==> src/rtl/flags_rename_pkg.sv <==
package flags_rename_pkg;

  // ------------------------------------------------------------
  // widths and counts
  // ------------------------------------------------------------
  localparam int tag_w     = 9;   // physical register tag
  localparam int funit_w   = 10;
  localparam int slots     = 3;   // instructions per rename bundle
  localparam int ret_ports = 3;
  localparam int threads   = 2;
  localparam int sel_w     = 4;

  typedef logic [tag_w-1:0]   tag_t;
  typedef logic [funit_w-1:0] funit_t;
  typedef logic [sel_w-1:0]   sel_t;

  // ------------------------------------------------------------
  // read select codes
  // ------------------------------------------------------------
  // codes 0..slots-1 forward from that earlier slot of the bundle
  localparam sel_t sel_table = 4'he; // entry as it stands
  localparam sel_t sel_arch  = 4'hd; // entry with retired forced

  localparam funit_t funit_reset = 10'h009;

  // one flags mapping, also the result of any flags read
  typedef struct packed
  {
    tag_t   tag;
    funit_t funit;
    logic   retired;
  } flags_map_t;

endpackage

==> src/rtl/flags_write_if.sv <==
`timescale 1ns/1ps

interface flags_write_if import flags_rename_pkg::*; ();

  tag_t   [slots-1:0] new_tag;
  funit_t [slots-1:0] new_funit;
  logic   [slots-1:0] wen;
  logic               wr_thread; // latched bundle thread

  modport src
  (
    output new_tag,
    output new_funit,
    output wen,
    output wr_thread
  );

  // table update side
  modport state
  (
    input new_tag,
    input new_funit,
    input wen,
    input wr_thread
  );

  // in-bundle forwarding only needs the payload
  modport fwd
  (
    input new_tag,
    input new_funit
  );

endinterface

==> src/rtl/flags_bundle_latch.sv <==
`timescale 1ns/1ps

module flags_bundle_latch import flags_rename_pkg::*;
(
  input  logic               clk,
  input  logic               rst,
  input  logic               read_en,
  input  sel_t [slots-1:0]   rd_sel,
  input  logic               thread,
  output sel_t [slots-1:0]   sel_q,
  output logic               thread_q
);

  sel_t [slots-1:0] sel_r;
  logic             thread_r;

  // ------------------------------------------------------------
  // read stage registers
  // ------------------------------------------------------------
  always_ff @(posedge clk)
  begin
    if (rst)
    begin
      sel_r    <= '0;
      thread_r <= 1'b0;
    end
    else if (read_en) // low read_en holds the bundle
    begin
      sel_r    <= rd_sel;
      thread_r <= thread;
    end
  end

  assign sel_q    = sel_r;
  assign thread_q = thread_r; // also the write thread

endmodule

==> src/rtl/flags_map_state.sv <==
`timescale 1ns/1ps

module flags_map_state import flags_rename_pkg::*;
(
  input  logic                   clk,
  input  logic                   rst,
  flags_write_if.state           wr,
  input  tag_t [ret_ports-1:0]   ret_tag,
  input  logic [ret_ports-1:0]   ret_wen,
  input  logic                   retire_all,
  input  logic                   ret_thread,
  input  logic                   rd_thread,
  output flags_map_t             rd_entry
);

  flags_map_t map_q [threads];
  flags_map_t new_entry;
  logic       any_wen;
  logic       ret_hit;

  // ------------------------------------------------------------
  // rename write, youngest enabled slot wins
  // ------------------------------------------------------------
  always_comb
  begin
    new_entry = '0; // retired stays clear
    any_wen   = 1'b0;
    for (int s = 0; s < slots; s++)
    begin
      if (wr.wen[s])
      begin
        new_entry.tag   = wr.new_tag[s];
        new_entry.funit = wr.new_funit[s];
        any_wen         = 1'b1;
      end
    end
  end

  // retire ports against the stored tag of ret_thread
  always_comb
  begin
    ret_hit = 1'b0;
    for (int p = 0; p < ret_ports; p++)
    begin
      if (ret_wen[p] && ret_tag[p] == map_q[ret_thread].tag)
        ret_hit = 1'b1;
    end
  end

  // ------------------------------------------------------------
  // per-thread entries
  // ------------------------------------------------------------
  always_ff @(posedge clk)
  begin
    for (int t = 0; t < threads; t++)
    begin
      if (rst)
      begin
        map_q[t].tag     <= '0;
        map_q[t].funit   <= funit_reset;
        map_q[t].retired <= 1'b1;
      end
      else if (any_wen && int'(wr.wr_thread) == t)
      begin
        map_q[t] <= new_entry; // rename beats retire
      end
      else if (int'(ret_thread) == t && (ret_hit || retire_all))
      begin
        map_q[t].retired <= 1'b1;
      end
    end
  end

  assign rd_entry = map_q[rd_thread];

endmodule

==> src/rtl/flags_read_select.sv <==
`timescale 1ns/1ps

module flags_read_select import flags_rename_pkg::*;
(
  input  sel_t       [slots-1:0] sel,
  input  flags_map_t             table_entry,
  flags_write_if.fwd             fw,
  output flags_map_t [slots-1:0] result
);

  flags_map_t [slots-1:0] res;

  // ------------------------------------------------------------
  // per-slot source choice
  // ------------------------------------------------------------
  always_comb
  begin
    for (int s = 0; s < slots; s++)
    begin
      res[s] = '0; // unknown codes read as zero
      if (sel[s] == sel_table)
      begin
        res[s] = table_entry;
      end
      else if (sel[s] == sel_arch)
      begin
        res[s]         = table_entry;
        res[s].retired = 1'b1;
      end
      else
      begin
        // only slots older than this one can forward
        for (int j = 0; j < s; j++)
        begin
          if (sel[s] == sel_t'(j))
          begin
            res[s].tag     = fw.new_tag[j];
            res[s].funit   = fw.new_funit[j];
            res[s].retired = 1'b0; // producer still in flight
          end
        end
      end
    end
  end

  assign result = res;

endmodule

==> src/rtl/flags_rename_top.sv <==
`timescale 1ns/1ps

module flags_rename_top import flags_rename_pkg::*;
(
  input  logic   clk,
  input  logic   rst,
  input  logic   read_en,
  input  logic   thread,
  input  sel_t   rd_sel0,
  input  sel_t   rd_sel1,
  input  sel_t   rd_sel2,
  input  tag_t   new_tag0,
  input  tag_t   new_tag1,
  input  tag_t   new_tag2,
  input  funit_t new_funit0,
  input  funit_t new_funit1,
  input  funit_t new_funit2,
  input  logic   new_wen0,
  input  logic   new_wen1,
  input  logic   new_wen2,
  input  tag_t   ret_tag0,
  input  tag_t   ret_tag1,
  input  tag_t   ret_tag2,
  input  logic   ret_wen0,
  input  logic   ret_wen1,
  input  logic   ret_wen2,
  input  logic   retire_all,
  input  logic   ret_thread,
  output tag_t   res_tag0,
  output tag_t   res_tag1,
  output tag_t   res_tag2,
  output funit_t res_funit0,
  output funit_t res_funit1,
  output funit_t res_funit2,
  output logic   res_retired0,
  output logic   res_retired1,
  output logic   res_retired2
);

  sel_t       [slots-1:0] sel_q;
  logic                   thread_q;
  flags_map_t             rd_entry;
  flags_map_t [slots-1:0] result;

  flags_write_if wr ();

  // ------------------------------------------------------------
  // bundle write side
  // ------------------------------------------------------------
  assign wr.new_tag   = {new_tag2, new_tag1, new_tag0};
  assign wr.new_funit = {new_funit2, new_funit1, new_funit0};
  assign wr.wen       = {new_wen2, new_wen1, new_wen0};
  assign wr.wr_thread = thread_q;

  flags_bundle_latch u_latch
  (
    .clk      (clk),
    .rst      (rst),
    .read_en  (read_en),
    .rd_sel   ({rd_sel2, rd_sel1, rd_sel0}),
    .thread   (thread),
    .sel_q    (sel_q),
    .thread_q (thread_q)
  );

  flags_map_state u_state
  (
    .clk        (clk),
    .rst        (rst),
    .wr         (wr),
    .ret_tag    ({ret_tag2, ret_tag1, ret_tag0}),
    .ret_wen    ({ret_wen2, ret_wen1, ret_wen0}),
    .retire_all (retire_all),
    .ret_thread (ret_thread),
    .rd_thread  (thread_q),
    .rd_entry   (rd_entry)
  );

  flags_read_select u_select
  (
    .sel         (sel_q),
    .table_entry (rd_entry),
    .fw          (wr),
    .result      (result)
  );

  assign res_tag0     = result[0].tag;
  assign res_tag1     = result[1].tag;
  assign res_tag2     = result[2].tag;
  assign res_funit0   = result[0].funit;
  assign res_funit1   = result[1].funit;
  assign res_funit2   = result[2].funit;
  assign res_retired0 = result[0].retired;
  assign res_retired1 = result[1].retired;
  assign res_retired2 = result[2].retired;

endmodule

==> config.mk <==
export PLATFORM = sky130hd
export DESIGN_NAME = flags_rename_top
export DESIGN_NICKNAME = d
export VERILOG_FILES = /design/src/rtl/flags_rename_pkg.sv /design/src/rtl/flags_write_if.sv /design/src/rtl/flags_bundle_latch.sv /design/src/rtl/flags_map_state.sv /design/src/rtl/flags_read_select.sv /design/src/rtl/flags_rename_top.sv
export SDC_FILE = /design/constraint.sdc
export NUM_CORES = 1
export LEC_CHECK = 0
export CORE_MARGIN = 3
export CORE_UTILIZATION = 64
export DETAILED_ROUTE_END_ITERATION = 10
export DONT_BUFFER_PORTS = 1
export HOLD_SLACK_MARGIN = 0.03
export PLACE_DENSITY = 0.8
export SKIP_CTS_REPAIR_TIMING = 1
export SLEW_MARGIN = 10
export SYNTH_ARGS = -nofsm -noshare
export SYNTH_HDL_FRONTEND = slang
export SYNTH_SLANG_ARGS = --single-unit
==> constraint.sdc <==
create_clock -name clk -period 5.5 [get_ports clk]
set_clock_uncertainty 0.2 [all_clocks]
set_input_delay 1.1 -clock clk [delete_from_list [all_inputs] [get_ports clk]]
set_output_delay 1.1 -clock clk [all_outputs]
set_load 0.02 [all_outputs]
### After elaboration in Yosys (flattened, before gate mapping)

Memory sizes are Yosys's and may differ from the RTL's. A register that Yosys moved wholly into a read port is not among the register bits.
Index checks and enable logic that the tools add are counted.

* bits in writable memories: 40
* memories kept: 1
* flip-flop bits (word level): 13
* word-level logic and storage cells: 71

Memory list
* u_state.map_q: depth 2, bits a word 20, read ports 2, clocked after Yosys merged registers in 1, write ports 2, RTL line flags_map_state.sv:16 `flags_map_t map_q [threads];`

* reduce and logical (&&, ||, !) cells: 10
* eq/ne operators: 10
* bitwise operators: 6
* multiplexer cells: 40

Operator list (count)
* $mux 20: 11
* $mux 19: 3
* $eq 9x9->1: 3
* $mux 1: 26
* $eq 4x4->1 const B: 6
* $logic_not 4->1: 2
* $logic_and 1x1->1: 7
* $eq 4x1->1 const B: 1
* $or 1x1->1: 4
* $not 1->1: 2
* $logic_or 1x1->1: 1

### Logic depth before layout (Yosys ltp)

Gate-level depths: netlist of run 1.
An unclocked memory read counts as a cell.

* depth in word-level cells: 13
* depth in mapped cells: 8
* gate-level depth less buffers: 6

### Modules after synthesis

From an unflattened synthesis of run 1, not the netlist that was laid out.

* cells, all modules: 402
* area total of the unflattened synthesis: 3908.7 um^2

By module, submodules not included
* flags_map_state: area each 2466.1 um^2, times used 1, cells an instance 231, seq. area each 1201.2 um^2
* flags_read_select: area each 968.4 um^2, times used 1, cells an instance 129, seq. area each 0.0 um^2
* flags_bundle_latch: area each 474.2 um^2, times used 1, cells an instance 42, seq. area each 260.2 um^2

### Least setup slack after synthesis of run 1

OpenSTA, ideal clock, no wires.

* kind: register -> output
* from: register u_latch.sel_r, in the netlist u_latch.sel_q[9]
* to: output port res_funit2[8]
* required time: 4.200 ns
* stages on the path, launching flop included: 6
* arrival time: 1.600 ns
* path buffers: 2
* path slack: 2.600 ns
* cells stage by stage: dfxtp_1 > clkbuf_1 > nor4_4 > clkbuf_1 > a22oi_1 > o21ai_1

* longest elaborated chain between the ends: 5
* elaborated cells between the ends (all ways): 8
* those cells by class: 3 x eq/ne; 4 x mux; 1 x reduce/logical

Ends and longest elaborated chain
* start: declaration: RTL line flags_bundle_latch.sv:14 `sel_t [slots-1:0] sel_r;`
* start signal: assignment: RTL line flags_bundle_latch.sv:29 `sel_r <= rd_sel;`
* $logic_not 4->1: RTL line flags_read_select.sv:35 `if (sel[s] == sel_t'(j))`
* $mux 20 (2 in series): RTL line flags_read_select.sv:35
* $mux 20: RTL line flags_read_select.sv:25 `else if (sel[s] == sel_arch)`
* $mux 20 (*): RTL line flags_read_select.sv:21 `if (sel[s] == sel_table)`
* end: declaration: RTL line flags_rename_top.sv:34 `output funit_t res_funit2,`

Every way passes the cells marked *; elsewhere a longest branch is shown, timed or not.

### Worst setup path in the final report of run 1

* from: register u_latch.sel_r, in the netlist u_latch.sel_q[9]
* to: output port res_tag2[8]

* longest elaborated chain between the ends: 5
* elaborated cells between the ends (all ways): 8
* those cells by class: 3 x eq/ne; 4 x mux; 1 x reduce/logical

Ends and longest elaborated chain
* $logic_not 4->1: RTL line flags_read_select.sv:35
* $mux 20 (2 in series): RTL line flags_read_select.sv:35
* $mux 20: RTL line flags_read_select.sv:25
* $mux 20 (*): RTL line flags_read_select.sv:21
* end: declaration: RTL line flags_rename_top.sv:31 `output tag_t res_tag2,`

Marked as above.

==> results_dict.tcl, run 1 <==
set metrics [dict create \
    r2r_cells 6 \
    synth-edff-count 40 \
    io_buffers 0 \
    drc 0 \
    multi_input_area_sq_um 2040 \
    vias_per_cell 6.74 \
    ys_seq_elements 54 \
    cp_top_family "compound AO/OA/AOI/OAI gates" \
    avgRoutedWirePerCell_um 21.4 \
    required_ns 4.20 \
    synth_adder_area_share_pct 0 \
    synth_top_area_share_pct 33.1 \
    yosysMostFrequentCell "nor2_1" \
    yosysSeqAreaShare_pct 40.8 \
    critPathLaunchType "flop" \
    finalCriticalPeriod_ns 3.75 \
    async_flop_share_pct 0 \
    rows 26 \
    routabilityCongestion 0.790 \
    cts_made_buffers 5 \
    arrival_ns 2.45 \
    fmax_ghz 0.266 \
    maxSlewHeadroom_pct 17.8 \
    setup_viol 0 \
    hold_start "u_latch.sel_q[3]" \
    fp.dieW_um 81.3 \
    synth_xor_area_share_pct 7.23 \
    fp.dieH_um 81.3 \
    cts-root-buf "clkbuf_8" \
    drv_slew 0 \
    r2r-start "u_state.map_q[1][13]" \
    place_ws_ns 2.11 \
    setup.worst_path.end_class "output port" \
    hold_viol 0 \
    cp.depth 3 \
    coreArea_sq_um 5300 \
    wl_um 10300 \
    grt.overflow.total 0 \
    powerDensity_nw_per_um2 259 \
    hold-path-cell-count 2 \
    ir_drop_v 0.000189 \
    critPathKind "flop to output port" \
    max_stage_delay_ns 0.82 \
    ant_nets 0 \
    synthCells 432 \
    firstDrtPassIters 5 \
    grt_max_degree 40 \
    dp_hpwl_um 7230 \
    slowest_stage "o21ai_0" \
    grt_antenna_before_repair 0 \
    synth_compound_area_share_pct 15.7 \
    crit_buf_inv 0 \
    die_area_sq_um 6620 \
    syn_avg_cell_area_sq_um 8.41 \
    p_total_w 0.000966 \
    crit_path_cell_trace "xor2_1 > nand3_1 > o21ai_0" \
    htree_levels 2 \
    pin_count 168 \
    ys_warn_count 0 \
    vias 3251 \
    netlist_top_cells_area "edfxtp_1, nor2_1, mux2i_1" \
    layout-drive-gt1-share_pct 5.34 \
    crit_start "u_latch.sel_q[9]" \
    status "complete, no violations" \
    period_share_pct 68.3 \
    p_leak_nw 1.32 \
    clkTransAtPathRegs_ns 0.09 \
    start_util_pct 68.5 \
    nNetsFinal 519 \
    syn_area_sq_um 3630 \
    grt_use_total_pct 29.7 \
    synth_top_cell_by_area "edfxtp_1" \
    clock_sinks 54 \
    grt_pass1_vias 3072 \
    post-route-worst-setup-slack_ns 1.75 \
    drt_iter0_drc 296 \
    hold_class "flop to flop" \
    holdWs_ns 0.337 \
    synth_fp_nets 540 \
    drv_cap 0 \
    register_area_sq_um 1480 \
    crit_path_max_fanout 19 \
    cts_tree "built" \
    synth_top_family_by_area "simple AND/OR/NAND/NOR gates" \
    diodes 0 \
    fill_cells 426 \
    clk_latency_ns 0.31 \
    synth-main-ff-cell "edfxtp_1" \
    synth_common_cells "nor2_1, nand2_1, a21oi_1, edfxtp_1, mux2i_1" \
    grt_pass1_wl_um 14900 \
    worstMarginPinSlew_ns 1.22 \
    yosys.area_share.simple_pct 20.5 \
    rsz0062_at_grt "false" \
    clockBufferDepth 2 \
    synth_mux_area_share_pct 12.2 \
    syn2layout_area_growth_pct 2.51 \
    synth_cell_types 31 \
    setup_tns_ns 0 \
]
[power by group]
group	total, W	switching, W	internal, W	leakage [nW]
clock	0.000247	0.000131	0.000116	0.0561
combinational	0.000225	0.000146	0.0000792	0.723
sequential	0.000494	0.0000245	0.000469	0.540
[flip-flops by register name, indices dropped and copies added (netlist names), named ones only]
signal            cells
u_latch.thread_q      1
u_latch.sel_q        12
u_state.map_q        40
[cells in the final DEF (no fill, tap or decap), types with 2 or more instances in the layout]
cell	count
xor2_1	6
nor3_1	2
o21ai_0	17
a22oi_1	19
nor4_4	2
nand2b_1	2
nand4_1	2
o21ai_1	21
clkinv_2	2
edfxtp_1	40
nor2_1	107
o21bai_2	2
nor4_1	5
mux2i_2	6
a21o_1	2
a21oi_1	40
mux2i_1	35
nand3_1	6
clkbuf_8	5
nand3b_1	2
xnor2_1	24
dfxtp_1	14
inv_1	2
nand2_1	43
[metal layers]
layer  vias up  share of wire [%]  track usage [%]
met5         -                  0                0
met1      1542                 38             36.3
met2       214                 50             51.2
met3        24                9.7             6.76
li1       1471                  -                -
met4         0                1.9             10.1
[final timing paths]
| kind | to | slack [ns] |
|---|---|---|
| worst max-delay path | res_tag2[8] | 1.75 |
| worst min-delay path | u_latch.sel_q[3] | 0.34 |
| worst max register to register | u_state.map_q[0][0] | 3.13 |
| worst min register to register | u_latch.sel_q[3] | 0.34 |
[metrics by stage]
| step | cell area (sq um) | util [%] | cells |
|---|---|---|---|
| 5_1_grt | 3720 | 70.2 | 482 |
| 4_1_cts | 3720 | 70.2 | 482 |
| 3_3_place_gp | 3620 | 68.3 | 474 |
| 2_1_floorplan | 3630 | - | 432 |
| 3_5_place_dp | 3620 | 68.3 | 474 |
| 6_report | 3720 | 70.2 | 482 |
[cell type report]
class | instances | area share (%)
multi-input combinational | 347 | 54.8
sequential | 54 | 39.8
clock buffer | 6 | 2.52
tap | 70 | 2.35
inverter | 3 | 0.302
clock inverter | 2 | 0.269
[worst register-to-register path, delay by kind of cell, from the launching register on]
family           cells  cell delay, ns
AND/OR/NAND/NOR      2            0.64
XOR/XNOR             1            0.12
flip-flops           1            0.40
multiplexers         1            0.42
AO/OA/AOI/OAI        2            0.32
[cells by family after synthesis]
| kind of cell | after synthesis |
|---|---|
| AND/OR/NAND/NOR | 173 |
| AO/OA/AOI/OAI | 102 |
| flip-flops | 54 |
| multiplexers | 42 |
| buffers and inverters | 31 |
| XOR/XNOR | 30 |
Note: power is estimated with default switching activity, not from simulation.
==> run 2: changes to the inputs <==
- clock period: 5.5 -> 3.6 ns (I/O delays scaled with it)
==> results_dict.tcl, run 2 (synthesis gave the netlist of run 1 again) <==
set metrics [dict create \
    status "complete, no violations" \
    r2r_end "u_state.map_q[0][0]" \
    required_ns 2.68 \
    placed_area_sq_um 3780 \
    hold-path-cell-count 1 \
    grt_pass1_vias 2946 \
    clock_sinks 54 \
    fmax_ghz 0.316 \
    r2r-start "u_state.map_q[1][13]" \
    maxSlewHeadroom_pct 25.6 \
    drt_iter0_drc 212 \
    critPathLaunchType "flop" \
    cts_made_buffers 5 \
    design_area_sq_um 3880 \
    syn2layout_area_growth_pct 6.85 \
    htree_levels 2 \
    start_util_pct 68.5 \
    rows 26 \
    hold_start "rst" \
    avgRoutedWirePerCell_um 20.1 \
    netSwitchingFraction_pct 30.3 \
    hold_class "primary input to flop" \
    diodes 0 \
    r2r_cells 6 \
    dp_hpwl_um 7350 \
    crit_path_max_fanout 19 \
    period_share_pct 88.0 \
    firstDrtPassIters 7 \
    max_stage_delay_ns 0.65 \
    clockBufferDepth 2 \
    clkPwrFrac_pct 24.5 \
    min_to "u_latch.sel_q[3]" \
    setup_viol 0 \
    layout_common_cells "nor2_1, nand2_1, a21oi_1, edfxtp_1, mux2i_1" \
    cts_tree "built" \
    clk_latency_ns 0.29 \
    finalCriticalPeriod_ns 3.17 \
    fp.dieH_um 81.3 \
    ant_nets 0 \
    slowest_stage "o21ai_1" \
    vias_per_cell 6.49 \
    drv_cap 0 \
    rsz0062_at_grt "false" \
    grt_pass1_wl_um 14800 \
    grt_max_degree 40 \
    crit_start "u_latch.sel_q[9]" \
    io_buffers 0 \
    worstMarginPinSlew_ns 1.12 \
    grt_use_total_pct 29.5 \
    setup.worst_path.end_class "output port" \
    ir_drop_v 0.000269 \
    regMostFlops "u_state.map_q" \
    power_frac_comb_pct 25.3 \
    final_common_cell "nor2_1" \
    pin_count 168 \
    die_area_sq_um 6620 \
    cp_top_family "compound AO/OA/AOI/OAI gates" \
    largest_register_ffs 40 \
    holdWs_ns 0.278 \
    arrival_ns 2.25 \
    wl_um 10100 \
    clkTransAtPathRegs_ns 0.10 \
    drv_slew 0 \
    routabilityCongestion 0.794 \
    nNetsFinal 540 \
    seqPwrFrac_pct 50.2 \
    drc 0 \
    critPathKind "flop to output port" \
    p_total_w 0.00149 \
    p_sw_w 0.000451 \
    cp.depth 3 \
    hold_viol 0 \
    layout-drive-gt1-share_pct 9.93 \
    cts-root-buf "clkbuf_8" \
    setup_tns_ns 0 \
    grt_antenna_before_repair 0 \
    p_leak_nw 1.42 \
    grt.overflow.total 0 \
    fp.dieW_um 81.3 \
    vias 3265 \
    powerDensity_nw_per_um2 384 \
    crit_buf_inv 0 \
    internal_power_w 0.00104 \
    fill_cells 398 \
    crit_path_cell_trace "xor2_1 > nand3_1 > o21ai_1" \
    coreArea_sq_um 5300 \
    rrSetupSlack_ns 1.26 \
]
run 2: power by group through the flow:
| stage | registers, W | clock network (W) | logic [W] |
|---|---|---|---|
| CTS | 0.000748 | 0.000370 | 0.000375 |
| global route | 0.000754 | 0.000398 | 0.000407 |
| floorplan | 0.000749 | 0 | 0.000312 |
| detailed placement | 0.000762 | 0 | 0.000373 |
| global placement | 0.000758 | 0 | 0.000365 |
| finish | 0.000748 | 0.000366 | 0.000377 |
run 2: worst max path at each step:
stage | end | slack, ns
finish | res_tag2[7] | 0.43
global route | res_tag2[7] | 0.30
CTS | res_tag2[7] | 0.46
detailed placement | res_tag2[7] | 0.80
global placement | res_tag2[7] | 0.85
floorplan | res_funit2[8] | 1.08
run 2: worst register-to-register path: stages (launching register included):
cell and delay, ns:
edfxtp_1 0.41, mux2i_1 0.39, xnor2_1 0.11, nor4_1 0.47, a41oi_1 0.19, nand3_1 0.15, a21o_1 0.15
run 2: through the flow:
step | util, % | cells | setup WS, ns
floorplan | - | 432 | 1.08
global placement | 71.2 | 495 | 0.845
detailed placement | 71.2 | 495 | 0.801
CTS | 73.2 | 503 | 0.458
global route | 73.2 | 503 | 0.296
finish | 73.2 | 503 | 0.431
run 2: area by class of cell:
type / instances / area, sq um / area share, %
Multi-Input combinational cell: 347 / 2040 / 52.5
Sequential cell: 54 / 1480 / 38.2
Timing Repair Buffer: 21 / 158 / 4.06
Clock buffer: 6 / 93.8 / 2.42
Tap cell: 70 / 87.6 / 2.26
Inverter: 3 / 11.3 / 0.290
Clock inverter: 2 / 10.0 / 0.258
run 2: per-layer routing:
| metal | vias up | wire length (um) | GRT usage [%] |
|---|---|---|---|
| li1 | 1511 | - | - |
| met1 | 1552 | 3910 | 38.2 |
| met2 | 194 | 5170 | 51.1 |
| met3 | 8 | 996 | 5.10 |
| met4 | 0 | 48 | 7.09 |
| met5 | - | 0 | 0 |
